`src/design/pctl_cfg.svh`:
```
// Pipeline control configuration
// Widths, opcode and function codes of the supported instructions

`ifndef PCTL_CFG_SVH
`define PCTL_CFG_SVH

// Widths fixed by the instruction set
`define PCTL_INST_W      32
`define PCTL_REG_ADDR_W  5

// Opcode field in bits 31 to 26
`define PCTL_OP_SPECIAL  6'h00
`define PCTL_OP_ADDIU    6'h09
`define PCTL_OP_LUI      6'h0f
`define PCTL_OP_BEQ      6'h04
`define PCTL_OP_BNE      6'h05
`define PCTL_OP_LW       6'h23
`define PCTL_OP_SW       6'h2b

// Function field of SPECIAL words
`define PCTL_FN_ADDU     6'h21
`define PCTL_FN_SUBU     6'h23
`define PCTL_FN_AND      6'h24
`define PCTL_FN_OR       6'h25

`define PCTL_REG_ZERO    5'd0   // Hardwired zero register

`endif

```
`src/design/pctl_pkg.sv`:
```
// Pipeline control types
// Decode enums and the packed structs passed between the stages

`include "pctl_cfg.svh"

package pctl_pkg;

  typedef logic [`PCTL_INST_W-1:0]     inst_word_t;
  typedef logic [`PCTL_REG_ADDR_W-1:0] reg_addr_t;

  // ------------------------------------------------------------------
  // Decoded field encodings
  // ------------------------------------------------------------------

  typedef enum logic [2:0] {
    ALU_ADD  = 3'd0,
    ALU_SUB  = 3'd1,
    ALU_AND  = 3'd2,
    ALU_OR   = 3'd3,
    ALU_LUI  = 3'd4,
    ALU_NONE = 3'd7
  } alu_fn_e;

  typedef enum logic [1:0] {
    OP1_RDAT     = 2'd0,  // Register file
    OP1_SEXT_IMM = 2'd1,
    OP1_ZEXT_IMM = 2'd2,
    OP1_NONE     = 2'd3
  } op1_sel_e;

  typedef enum logic {
    WB_ALU = 1'b0,
    WB_MEM = 1'b1   // Load data
  } wb_sel_e;

  typedef enum logic [1:0] {
    MEM_NONE  = 2'd0,
    MEM_LOAD  = 2'd1,
    MEM_STORE = 2'd2
  } mem_type_e;

  typedef enum logic [1:0] {
    BR_NONE = 2'd0,
    BR_EQ   = 2'd1,
    BR_NE   = 2'd2
  } br_type_e;

  // ------------------------------------------------------------------
  // Stage records
  // ------------------------------------------------------------------

  // Condition flags the datapath would compute
  typedef struct packed {
    logic eq;
    logic neg;
    logic zero;
  } br_flags_t;

  typedef struct packed {
    logic      legal;
    alu_fn_e   alu_fn;
    op1_sel_e  op1_sel;
    wb_sel_e   wb_sel;
    mem_type_e mem_type;
    logic      wen;
    reg_addr_t waddr;
  } ctrl_word_t;

  typedef struct packed {
    inst_word_t inst;
    ctrl_word_t ctrl;
    br_type_e   br_type;
    br_flags_t  flags;
  } dx_pkt_t;

  // Returned to the stage behind
  typedef struct packed {
    logic stall;
    logic squash;
  } back_t;

  // Pending register write, seen by the hazard check
  typedef struct packed {
    logic      val;
    logic      wen;
    reg_addr_t waddr;
  } wr_tag_t;

  typedef struct packed {
    inst_word_t inst;
    ctrl_word_t ctrl;
  } retire_t;

endpackage

```
`src/design/pctl_stage_ctrl.sv`:
```
// Per-stage pipeline control
// Holds the stage valid bit and combines stall and squash going back

`timescale 1ns/1ps

module pctl_stage_ctrl (
  input  logic            clk,
  input  logic            reset,
  input  logic            prev_val,   // Valid offered by the stage behind
  input  logic            stall,      // This stage's own stall
  input  logic            squash,     // This stage kills younger work
  input  pctl_pkg::back_t next_back,
  output logic            reg_en,
  output logic            val,
  output pctl_pkg::back_t back
);

  logic hold;

  // Stage keeps its contents
  assign hold = (val && stall) || next_back.stall;

  // A squash from ahead empties the stage even while held
  assign reg_en = !hold || next_back.squash;

  assign back.stall  = hold;
  assign back.squash = (val && squash) || next_back.squash;

  always_ff @(posedge clk) begin
    if (reset) begin
      val <= 1'b0;
    end else if (reg_en) begin
      val <= prev_val && !next_back.squash;
    end
  end

endmodule

```
`src/design/pctl_decode.sv`:
```
// Decode stage
// Accepts instructions, runs the decode table and stalls on
// read-after-write hazards against X, M and W

`timescale 1ns/1ps
`include "pctl_cfg.svh"

module pctl_decode (
  input  logic                 clk,
  input  logic                 reset,
  input  logic                 inst_val,
  output logic                 inst_rdy,
  input  pctl_pkg::inst_word_t inst,
  input  pctl_pkg::br_flags_t  flags,
  input  pctl_pkg::back_t      x_back,
  input  pctl_pkg::wr_tag_t    x_tag,
  input  pctl_pkg::wr_tag_t    m_tag,
  input  pctl_pkg::wr_tag_t    w_tag,
  output logic                 dx_val,
  output pctl_pkg::dx_pkt_t    dx
);

  logic                 run;        // Set on the first cycle out of reset
  logic                 d_reg_en;
  logic                 d_val;
  pctl_pkg::back_t      d_back;
  pctl_pkg::inst_word_t d_inst;
  pctl_pkg::br_flags_t  d_flags;

  logic [5:0]           opcode;
  logic [5:0]           funct;
  pctl_pkg::reg_addr_t  rs;
  pctl_pkg::reg_addr_t  rt;
  pctl_pkg::reg_addr_t  rd;

  pctl_pkg::ctrl_word_t dec;
  pctl_pkg::br_type_e   dec_br;
  pctl_pkg::alu_fn_e    r_fn;
  logic                 rs_en;
  logic                 rt_en;
  logic                 hazard;

  // ------------------------------------------------------------------
  // Stream acceptance and stage register
  // ------------------------------------------------------------------

  always_ff @(posedge clk) begin
    if (reset) begin
      run <= 1'b0;
    end else begin
      run <= 1'b1;
    end
  end

  assign inst_rdy = run && !d_back.stall;

  pctl_stage_ctrl d_stage (
    .clk       (clk),
    .reset     (reset),
    .prev_val  (inst_val && inst_rdy),
    .stall     (hazard),
    .squash    (1'b0),
    .next_back (x_back),
    .reg_en    (d_reg_en),
    .val       (d_val),
    .back      (d_back)
  );

  always_ff @(posedge clk) begin
    if (d_reg_en) begin
      d_inst  <= inst;
      d_flags <= flags;
    end
  end

  // ------------------------------------------------------------------
  // Decode table
  // ------------------------------------------------------------------

  assign opcode = d_inst[31:26];
  assign funct  = d_inst[5:0];
  assign rs     = d_inst[25:21];
  assign rt     = d_inst[20:16];
  assign rd     = d_inst[15:11];

  function automatic pctl_pkg::ctrl_word_t cw(
    input logic                lg,
    input pctl_pkg::alu_fn_e   fn,
    input pctl_pkg::op1_sel_e  op1,
    input pctl_pkg::wb_sel_e   wb,
    input pctl_pkg::mem_type_e mt,
    input logic                we,
    input pctl_pkg::reg_addr_t wa
  );
    cw = '{legal: lg, alu_fn: fn, op1_sel: op1, wb_sel: wb,
           mem_type: mt, wen: we, waddr: wa};
  endfunction

  always_comb begin
    // Unknown words fall through as illegal with no side effects
    dec    = cw(1'b0, pctl_pkg::ALU_NONE, pctl_pkg::OP1_NONE, pctl_pkg::WB_ALU,
                pctl_pkg::MEM_NONE, 1'b0, `PCTL_REG_ZERO);
    dec_br = pctl_pkg::BR_NONE;
    r_fn   = pctl_pkg::ALU_NONE;
    rs_en  = 1'b0;
    rt_en  = 1'b0;
    if (d_inst == '0) begin
      dec.legal = 1'b1;                                     // nop
    end else begin
      case (opcode)
        `PCTL_OP_SPECIAL: begin
          case (funct)
            `PCTL_FN_ADDU: r_fn = pctl_pkg::ALU_ADD;
            `PCTL_FN_SUBU: r_fn = pctl_pkg::ALU_SUB;
            `PCTL_FN_AND:  r_fn = pctl_pkg::ALU_AND;
            `PCTL_FN_OR:   r_fn = pctl_pkg::ALU_OR;
            default:       r_fn = pctl_pkg::ALU_NONE;
          endcase
          if (r_fn != pctl_pkg::ALU_NONE) begin
            dec   = cw(1'b1, r_fn, pctl_pkg::OP1_RDAT, pctl_pkg::WB_ALU,
                       pctl_pkg::MEM_NONE, 1'b1, rd);
            rs_en = 1'b1;
            rt_en = 1'b1;
          end
        end
        `PCTL_OP_ADDIU: begin
          dec   = cw(1'b1, pctl_pkg::ALU_ADD, pctl_pkg::OP1_SEXT_IMM, pctl_pkg::WB_ALU,
                     pctl_pkg::MEM_NONE, 1'b1, rt);
          rs_en = 1'b1;
        end
        `PCTL_OP_LUI: begin
          dec = cw(1'b1, pctl_pkg::ALU_LUI, pctl_pkg::OP1_ZEXT_IMM, pctl_pkg::WB_ALU,
                   pctl_pkg::MEM_NONE, 1'b1, rt);
        end
        `PCTL_OP_BEQ, `PCTL_OP_BNE: begin
          dec    = cw(1'b1, pctl_pkg::ALU_NONE, pctl_pkg::OP1_RDAT, pctl_pkg::WB_ALU,
                      pctl_pkg::MEM_NONE, 1'b0, `PCTL_REG_ZERO);
          dec_br = (opcode == `PCTL_OP_BEQ) ? pctl_pkg::BR_EQ : pctl_pkg::BR_NE;
          rs_en  = 1'b1;
          rt_en  = 1'b1;
        end
        `PCTL_OP_LW: begin
          dec   = cw(1'b1, pctl_pkg::ALU_ADD, pctl_pkg::OP1_SEXT_IMM, pctl_pkg::WB_MEM,
                     pctl_pkg::MEM_LOAD, 1'b1, rt);
          rs_en = 1'b1;
        end
        `PCTL_OP_SW: begin
          dec   = cw(1'b1, pctl_pkg::ALU_ADD, pctl_pkg::OP1_SEXT_IMM, pctl_pkg::WB_ALU,
                     pctl_pkg::MEM_STORE, 1'b0, `PCTL_REG_ZERO);
          rs_en = 1'b1;
          rt_en = 1'b1;   // Store data register
        end
        default: ;
      endcase
    end
  end

  // ------------------------------------------------------------------
  // Hazard check, no bypassing so any pending writer blocks
  // ------------------------------------------------------------------

  function automatic logic hits(
    input pctl_pkg::wr_tag_t   tag,
    input pctl_pkg::reg_addr_t src
  );
    hits = tag.val && tag.wen && (tag.waddr != `PCTL_REG_ZERO) && (tag.waddr == src);
  endfunction

  assign hazard = d_val &&
    ((rs_en && (hits(x_tag, rs) || hits(m_tag, rs) || hits(w_tag, rs))) ||
     (rt_en && (hits(x_tag, rt) || hits(m_tag, rt) || hits(w_tag, rt))));

  // Bubble into X while stalled or squashed
  assign dx_val = d_val && !d_back.stall && !x_back.squash;
  assign dx     = '{inst: d_inst, ctrl: dec, br_type: dec_br, flags: d_flags};

endmodule

```
`src/design/pctl_execute.sv`:
```
// Execute stage
// Resolves branches, raises the redirect and issues data-memory requests

`timescale 1ns/1ps

module pctl_execute (
  input  logic                 clk,
  input  logic                 reset,
  input  logic                 dx_val,
  input  pctl_pkg::dx_pkt_t    dx,
  output pctl_pkg::back_t      x_back,
  input  pctl_pkg::back_t      m_back,
  output pctl_pkg::wr_tag_t    x_tag,
  output logic                 dmemreq_val,
  input  logic                 dmemreq_rdy,
  output pctl_pkg::mem_type_e  dmemreq_type,
  output logic                 redirect,
  output logic                 xm_val,
  output pctl_pkg::ctrl_word_t xm_ctrl,
  output pctl_pkg::inst_word_t xm_inst
);

  logic              x_reg_en;
  logic              x_val;
  pctl_pkg::dx_pkt_t x_pkt;
  logic              x_mem;     // Load or store in X
  logic              taken;

  pctl_stage_ctrl x_stage (
    .clk       (clk),
    .reset     (reset),
    .prev_val  (dx_val),
    .stall     (x_mem && !dmemreq_rdy),
    .squash    (taken),
    .next_back (m_back),
    .reg_en    (x_reg_en),
    .val       (x_val),
    .back      (x_back)
  );

  always_ff @(posedge clk) begin
    if (x_reg_en) begin
      x_pkt <= dx;
    end
  end

  // ------------------------------------------------------------------
  // Branch resolution
  // ------------------------------------------------------------------

  always_comb begin
    case (x_pkt.br_type)
      pctl_pkg::BR_EQ: taken = x_pkt.flags.eq;
      pctl_pkg::BR_NE: taken = !x_pkt.flags.eq;
      default:         taken = 1'b0;
    endcase
  end

  assign redirect = x_val && taken;

  // ------------------------------------------------------------------
  // Data-memory request
  // ------------------------------------------------------------------

  assign x_mem        = x_pkt.ctrl.mem_type != pctl_pkg::MEM_NONE;
  assign dmemreq_val  = x_val && x_mem && !m_back.stall;  // M must be free for the response
  assign dmemreq_type = x_pkt.ctrl.mem_type;

  assign x_tag = '{val: x_val, wen: x_pkt.ctrl.wen, waddr: x_pkt.ctrl.waddr};

  // Forward to M
  assign xm_val  = x_val && !x_back.stall && !m_back.squash;
  assign xm_ctrl = x_pkt.ctrl;
  assign xm_inst = x_pkt.inst;

endmodule

```
`src/design/pctl_result.sv`:
```
// Memory and writeback stages
// M waits for the data-memory response, W drives the retire port

`timescale 1ns/1ps

module pctl_result (
  input  logic                 clk,
  input  logic                 reset,
  input  logic                 xm_val,
  input  pctl_pkg::ctrl_word_t xm_ctrl,
  input  pctl_pkg::inst_word_t xm_inst,
  output pctl_pkg::back_t      m_back,
  output pctl_pkg::wr_tag_t    m_tag,
  output pctl_pkg::wr_tag_t    w_tag,
  input  logic                 dmemresp_val,
  output logic                 dmemresp_rdy,
  output logic                 ret_val,
  input  logic                 ret_rdy,
  output pctl_pkg::retire_t    ret
);

  logic                 m_reg_en;
  logic                 m_val;
  logic                 m_mem;
  logic                 mw_val;
  pctl_pkg::ctrl_word_t m_ctrl;
  pctl_pkg::inst_word_t m_inst;

  logic                 w_reg_en;
  logic                 w_val;
  pctl_pkg::back_t      w_back;
  pctl_pkg::ctrl_word_t w_ctrl;
  pctl_pkg::inst_word_t w_inst;

  // ------------------------------------------------------------------
  // M stage
  // ------------------------------------------------------------------

  pctl_stage_ctrl m_stage (
    .clk       (clk),
    .reset     (reset),
    .prev_val  (xm_val),
    .stall     (m_mem && !dmemresp_val),
    .squash    (1'b0),
    .next_back (w_back),
    .reg_en    (m_reg_en),
    .val       (m_val),
    .back      (m_back)
  );

  always_ff @(posedge clk) begin
    if (m_reg_en) begin
      m_ctrl <= xm_ctrl;
      m_inst <= xm_inst;
    end
  end

  assign m_mem        = m_ctrl.mem_type != pctl_pkg::MEM_NONE;
  assign dmemresp_rdy = m_val && m_mem && !w_back.stall;
  assign m_tag        = '{val: m_val, wen: m_ctrl.wen, waddr: m_ctrl.waddr};
  assign mw_val       = m_val && !m_back.stall && !w_back.squash;

  // ------------------------------------------------------------------
  // W stage, held by retire back-pressure
  // ------------------------------------------------------------------

  pctl_stage_ctrl w_stage (
    .clk       (clk),
    .reset     (reset),
    .prev_val  (mw_val),
    .stall     (!ret_rdy),
    .squash    (1'b0),
    .next_back ('0),        // Nothing ahead of W
    .reg_en    (w_reg_en),
    .val       (w_val),
    .back      (w_back)
  );

  always_ff @(posedge clk) begin
    if (w_reg_en) begin
      w_ctrl <= m_ctrl;
      w_inst <= m_inst;
    end
  end

  assign w_tag   = '{val: w_val, wen: w_ctrl.wen, waddr: w_ctrl.waddr};
  assign ret_val = w_val;
  assign ret     = '{inst: w_inst, ctrl: w_ctrl};

endmodule

```
`src/design/pctl_top.sv`:
```
// Pipeline control unit
// Decode, execute and result stages joined into one block

`timescale 1ns/1ps

module pctl_top (
  input  logic                clk,
  input  logic                reset,

  // Instruction stream
  input  logic                inst_val,
  output logic                inst_rdy,
  input  pctl_pkg::inst_word_t inst,
  input  pctl_pkg::br_flags_t flags,

  // Data memory
  output logic                dmemreq_val,
  input  logic                dmemreq_rdy,
  output pctl_pkg::mem_type_e dmemreq_type,
  input  logic                dmemresp_val,
  output logic                dmemresp_rdy,

  // Retire port
  output logic                ret_val,
  input  logic                ret_rdy,
  output pctl_pkg::retire_t   ret,

  output logic                redirect
);

  logic                 dx_val;
  pctl_pkg::dx_pkt_t    dx;
  pctl_pkg::back_t      x_back;
  pctl_pkg::back_t      m_back;
  pctl_pkg::wr_tag_t    x_tag;
  pctl_pkg::wr_tag_t    m_tag;
  pctl_pkg::wr_tag_t    w_tag;
  logic                 xm_val;
  pctl_pkg::ctrl_word_t xm_ctrl;
  pctl_pkg::inst_word_t xm_inst;

  pctl_decode decode0 (
    .clk      (clk),
    .reset    (reset),
    .inst_val (inst_val),
    .inst_rdy (inst_rdy),
    .inst     (inst),
    .flags    (flags),
    .x_back   (x_back),
    .x_tag    (x_tag),
    .m_tag    (m_tag),
    .w_tag    (w_tag),
    .dx_val   (dx_val),
    .dx       (dx)
  );

  pctl_execute execute0 (
    .clk          (clk),
    .reset        (reset),
    .dx_val       (dx_val),
    .dx           (dx),
    .x_back       (x_back),
    .m_back       (m_back),
    .x_tag        (x_tag),
    .dmemreq_val  (dmemreq_val),
    .dmemreq_rdy  (dmemreq_rdy),
    .dmemreq_type (dmemreq_type),
    .redirect     (redirect),
    .xm_val       (xm_val),
    .xm_ctrl      (xm_ctrl),
    .xm_inst      (xm_inst)
  );

  pctl_result result0 (
    .clk          (clk),
    .reset        (reset),
    .xm_val       (xm_val),
    .xm_ctrl      (xm_ctrl),
    .xm_inst      (xm_inst),
    .m_back       (m_back),
    .m_tag        (m_tag),
    .w_tag        (w_tag),
    .dmemresp_val (dmemresp_val),
    .dmemresp_rdy (dmemresp_rdy),
    .ret_val      (ret_val),
    .ret_rdy      (ret_rdy),
    .ret          (ret)
  );

endmodule

```
`config.mk`:
```
export PLATFORM = sky130hd
export DESIGN_NAME = pctl_top
export DESIGN_NICKNAME = d
export VERILOG_FILES = /design/src/design/pctl_pkg.sv /design/src/design/pctl_stage_ctrl.sv /design/src/design/pctl_decode.sv /design/src/design/pctl_execute.sv /design/src/design/pctl_result.sv /design/src/design/pctl_top.sv
export VERILOG_INCLUDE_DIRS = /design/src /design/src/design
export SDC_FILE = /design/constraint.sdc
export NUM_CORES = 1
export LEC_CHECK = 0
export BUFFER_PORTS_ARGS = -buffer_cell sky130_fd_sc_hd__clkbuf_2
export CORE_ASPECT_RATIO = 0.9
export CORE_MARGIN = 4
export CORE_UTILIZATION = 50
export DETAILED_ROUTE_END_ITERATION = 8
export PLACE_DENSITY_LB_ADDON = 0.05
export SETUP_SLACK_MARGIN = 0.3
export SYNTH_ARGS = -nofsm -noshare
export SYNTH_HDL_FRONTEND = slang
export SYNTH_SLANG_ARGS = --single-unit
export TNS_END_PERCENT = 20
```
`constraint.sdc`:
```
create_clock -name clk -period 9.4 [get_ports clk]
set_input_delay 1.88 -clock clk [delete_from_list [all_inputs] [get_ports clk]]
set_output_delay 1.88 -clock clk [all_outputs]
set_load 0.02 [all_outputs]
```
# Yosys cells after proc, flatten, opt, wreduce, memory -nomap -nowiden
# Index checks and enable logic that the tools add are counted.
[word_totals]
memories = 0
latch_bits = 0
inputBits = 41
rom_bits = 0
mem_bits_rw = 0
reg_bits = 182
[classes]
n_mux = 13
reduce_logical = 62
shifts = 0
mul = 0
magnitude_cmp = 0
eq_ne = 19
div = 0
n_bitwise = 1
addsub = 0
[op_table]
columns = ["op", "n"]
rows = [
  ["case mux 15 bit (6 select lines)", 1],
  ["equality test 6 bit, second input constant", 6],
  ["logical AND 1 bit", 33],
  ["logical NOT 32 bit", 1],
  ["equality test 5 bit", 6],
  ["two-way mux 15 bit", 1],
  ["nonzero test 5 bit", 3],
  ["equality test 6 x 3 -> 1 bit, second input constant", 2],
  ["equality test 6 x 4 -> 1 bit, second input constant", 2],
  ["case mux 3 bit (4 select lines)", 1],
  ["logical NOT 1 bit", 9],
  ["logical OR 1 bit", 9],
  ["logical NOT 6 bit", 1],
  ["two-way mux 3 bit", 2],
  ["case mux 1 bit (2 select lines)", 3],
  ["OR reduction 5 bit", 1],
  ["two-way mux 1 bit", 4],
  ["nonzero test 2 bit", 2],
  ["OR reduction 2 bit", 2],
  ["!= test 3 bit, second input constant", 1],
  ["OR reduction 3 bit", 1],
  ["equality test 2 x 1 -> 1 bit, second input constant", 1],
  ["equality test 2 bit, second input constant", 1],
  ["two-way mux 2 bit", 1],
  ["NOT 1 bit", 1],
]

# Logic depth before layout (Yosys ltp)
[depth]
ltp_word = 17
ltp_mapped = 8

# Cells and area by module
# Synthesis repeated with hierarchy kept, for this count alone.
[hier_totals]
cells_unflattened = 413
area_unflattened_um2 = 7159.4
[modules_own_cells]
columns = ["module", "area_per_inst_um2", "cells_per_inst", "seq_area_each_um2", "instances"]
rows = [
  ["pctl_result", 2967.8, 114, 2822.7, 1],
  ["pctl_execute", 1971.9, 114, 1501.4, 1],
  ["pctl_decode", 1894.3, 153, 1071.0, 1],
  ["pctl_stage_ctrl", 81.3, 8, 20.0, 4],
]

# Least setup slack after synthesis
# No wires, ideal clock.
[synth_timing]
kind = "in2out"
from = "input port ret_rdy"
to = "output port inst_rdy"
t_arrival_ns = 6.512
cell_stages = 7
n_path_buf = 0
required_ns = 7.520
path_slack_ns = 1.008
path_cell_list = "nand2b_1 -> o21ai_0 -> inv_1 -> o21ai_0 -> inv_1 -> nand2_1 -> nor2_1"
[synth_between]
elab_chain_cells = 7
[synth_rtl]
columns = ["item", "line", "source"]
rows = [
  ["start, declared", "pctl_top.sv:25", "input logic ret_rdy,"],
  ["logical NOT 1 bit", "pctl_result.sv:71", ".stall (!ret_rdy),"],
  ["logical AND 1 bit", "pctl_stage_ctrl.sv:21", "assign hold = (val && stall) || next_back.stall;"],
  ["logical OR 1 bit (3 in series)", "pctl_stage_ctrl.sv:21", ""],
  ["logical NOT 1 bit", "pctl_decode.sv:55", "assign inst_rdy = run && !d_back.stall;"],
  ["logical AND 1 bit", "pctl_decode.sv:55", ""],
  ["end, declared", "pctl_top.sv:12", "output logic inst_rdy,"],
]
# Every way passes these cells.

# Worst setup path after layout
# Same ends and word-level chain as after synthesis.

==> results_dict.tcl <==
set metrics [dict create \
    htreeDepth 4 \
    min_period_ns 6.57 \
    stdcell_count 612 \
    grt-ovfl-total 0 \
    grt_use_total 0.157 \
    syn_nets 375 \
    cts_buffers 17 \
    grt_max_degree 52 \
    syn_inst 334 \
    hold_buffers 0 \
    worstPathArrival_ns 4.69 \
    place_congestion 0.783 \
    max-slew-margin-rel 0.328 \
    cp_slowest_cell "inv_2" \
    top_layer "met4" \
    postCtsSetupBuffers 0 \
    die-area_um2 14500 \
    vias 3132 \
    synth.ff_latch_count 179 \
    antennaDiodeCount 0 \
    wl_met3_um 799 \
    synthArstFlopShare 0 \
    synth_edf_count 174 \
    peakVddDrop_mv 0.207 \
    drive_above_1_share 0.296 \
    combPwrFrac 0.037 \
    wl_met1_um 4560 \
    cts-resized-gates 0 \
    ys_types 35 \
    final_common_cell "edfxtp_1" \
    ios 95 \
    drc 0 \
    dpl.hpwl_um 7290 \
    finalCritPeriodShare 0.699 \
    rsz0062_at_grt "no" \
    initialDrtViolationCount 208 \
    area_growth_pct 20.4 \
    rows 38 \
    fin_worst_hold_slack_ns 0.413 \
    ys_warn_count 0 \
    run_status "complete, no violations" \
    synth-seq-area-share 0.844 \
    p_leak_nw 2.86 \
    clk_pin_slew_ns 0.06 \
    final.setup_skew_ns 0.00711 \
    setup_tns_ns 0 \
    synth.top_cell.area_share 0.828 \
    p_int_w 0.00142 \
    start_util 0.516 \
    critical-path-max-stage-delay_ns 0.80 \
    power.share.clock 0.426 \
    grt_pass1_wl_um 16900 \
    placed_cell_area_um2 6960 \
    nNetsFinal 480 \
    critPathRequiredTime_ns 7.52 \
    finalSetupViolations 0 \
    worst_setup_path_start_kind "primary input" \
    path_cells "clkbuf_2 > nand2b_2 > buf_4 > o21ai_0 > inv_2 > o21ai_0 > inv_2 > nand2_1 > nor2_1 > clkbuf_2" \
    ys.flop_type "edfxtp_1" \
    dr_wl_met2_um 5200 \
    fmax_ghz 0.152 \
    clock_latency_ns 0.43 \
    die_x_um 126 \
    worstMarginPinSlew_ns 1.01 \
    via_per_inst 5.12 \
    cts.root.buffer_cell "clkbuf_16" \
    critical_path_class "in -> out" \
    hold_violations 0 \
    clockBufferDepth 2 \
    drtPass1Iterations 4 \
    antenna_found_initial 0 \
    powerDensity_nw_per_um2 232 \
    core_um2 12200 \
    wl_per_cell_um 17.6 \
    p_seq_frac 0.537 \
    dp_cells 580 \
    critPathMaxFanout 49 \
    postSynthAreaPerCell_um2 18.9 \
    fill_cells 910 \
    detail-route-antenna-nets 0 \
    synth.area.top_cells "edfxtp_1 83%, xnor2_1 3.2%, dfxtp_1 1.6%, nor4_1 1.4%, nor2_1 1.1%" \
    grt_pass1_vias 3109 \
    die_h_um 115 \
    placement.io_buffers 92 \
    synth_top_area_cell "edfxtp_1" \
    cts_sinks 179 \
    fin_area_um2 7600 \
    switchingPower_w 0.000347 \
    final_cell_mix "174 x edfxtp_1, 92 x clkbuf_2, 23 x xnor2_1" \
    hold_path_class "reg -> reg" \
    slew_viol_final 0 \
    drv_cap 0 \
    synth_area_um2 6310 \
    worst_setup_path_end_kind "primary output" \
    wirelength_um 10700 \
    cts_tree "done" \
    p_sw_frac 0.197 \
]
-- per-layer routing --
metal | vias up | global-route usage
met1 | 1513 | 0.209
met2 | 101 | 0.242
met3 | 17 | 0.0494
met5 | - | 0
met4 | 0 | 0.0701
li1 | 1501 | -
-- critical path: cells and delay by family --
kind	cells	cell delay, ns
compound gates	2	0.86
simple gates	3	0.23
buf+inv	5	1.70
-- per-stage QoR --
stage / worst slack [ns] / util / total power [W]
final: 2.83 / 0.622 / 0.00176
after global routing: 2.43 / 0.622 / 0.00183
after CTS: 2.72 / 0.622 / 0.00178
after detailed placement: 2.74 / 0.570 / 0.00103
after global placement: 2.84 / 0.570 / 0.00103
after floorplan: 1.01 / - / 0.000998
-- power by group through the flow --
stage / Combinational [W] / Clock, W / Sequential (W)
2_1_floorplan: 0.0000258 / 0 / 0.000972
3_3_place_gp: 0.0000656 / 0 / 0.000963
3_5_place_dp: 0.0000663 / 0 / 0.000966
4_1_cts: 0.0000666 / 0.000767 / 0.000949
5_1_grt: 0.0000712 / 0.000805 / 0.000953
6_report: 0.0000656 / 0.000751 / 0.000948
-- synthesized netlist by cell type (4+ instances only) --
| master | n |
|---|---|
| o21ai_0 | 10 |
| inv_1 | 5 |
| nand4_1 | 4 |
| nand2_1 | 11 |
| nand3b_1 | 4 |
| xnor2_1 | 23 |
| nor4_1 | 14 |
| nand3_1 | 8 |
| nand2b_1 | 6 |
| xor2_1 | 8 |
| clkbuf_1 | 5 |
| nor2_1 | 19 |
| dfxtp_1 | 5 |
| a22o_1 | 5 |
| edfxtp_1 | 174 |
| nor3_1 | 5 |
-- flip-flops by register name, indices dropped and copies added (netlist names), 2 cells and up --
name                   flops
result0.w_inst            32
result0.ret               14
execute0.xm_inst          32
decode0.d_inst            32
result0.m_tag              6
execute0.xm_ctrl           6
execute0.dmemreq_type      2
execute0.x_pkt             3
execute0.x_tag             6
result0.m_inst            32
result0.m_ctrl             8
-- kinds of logic (layout without fill, tap and decap cells) --
| logic type | count (synthesis) | in the layout | synth area share |
|---|---|---|---|
| flops | 179 | 179 | 0.844 |
| simple gates | 79 | 79 | 0.0656 |
| compound gates | 32 | 32 | 0.0381 |
| xor+xnor | 31 | 31 | 0.0430 |
| buf+inv | 13 | 131 | 0.00952 |
-- worst paths after layout --
check / to / slack [ns] / from / depth (start not counted)
setup / recovery: inst_rdy / 2.83 / ret_rdy / 10
setup reg to reg: decode0.d_inst[13] / 5.47 / result0.w_stage.val / 6
hold / removal: result0.w_inst[19] / 0.41 / result0.m_inst[19] / 0
hold reg to reg: result0.w_inst[19] / 0.41 / result0.m_inst[19] / 0
-- final cells by class --
class                   count  area, µm²  share of cell area
clock inverters            15        211              0.0278
repair buffers             94        475              0.0626
multi-input cells         142        940               0.124
flip-flops and latches    179       5330               0.701
clock buffers              17        425              0.0560
well taps                 160        200              0.0264
inverters                   5       18.8             0.00247
(Power assumes the default switching activity.)
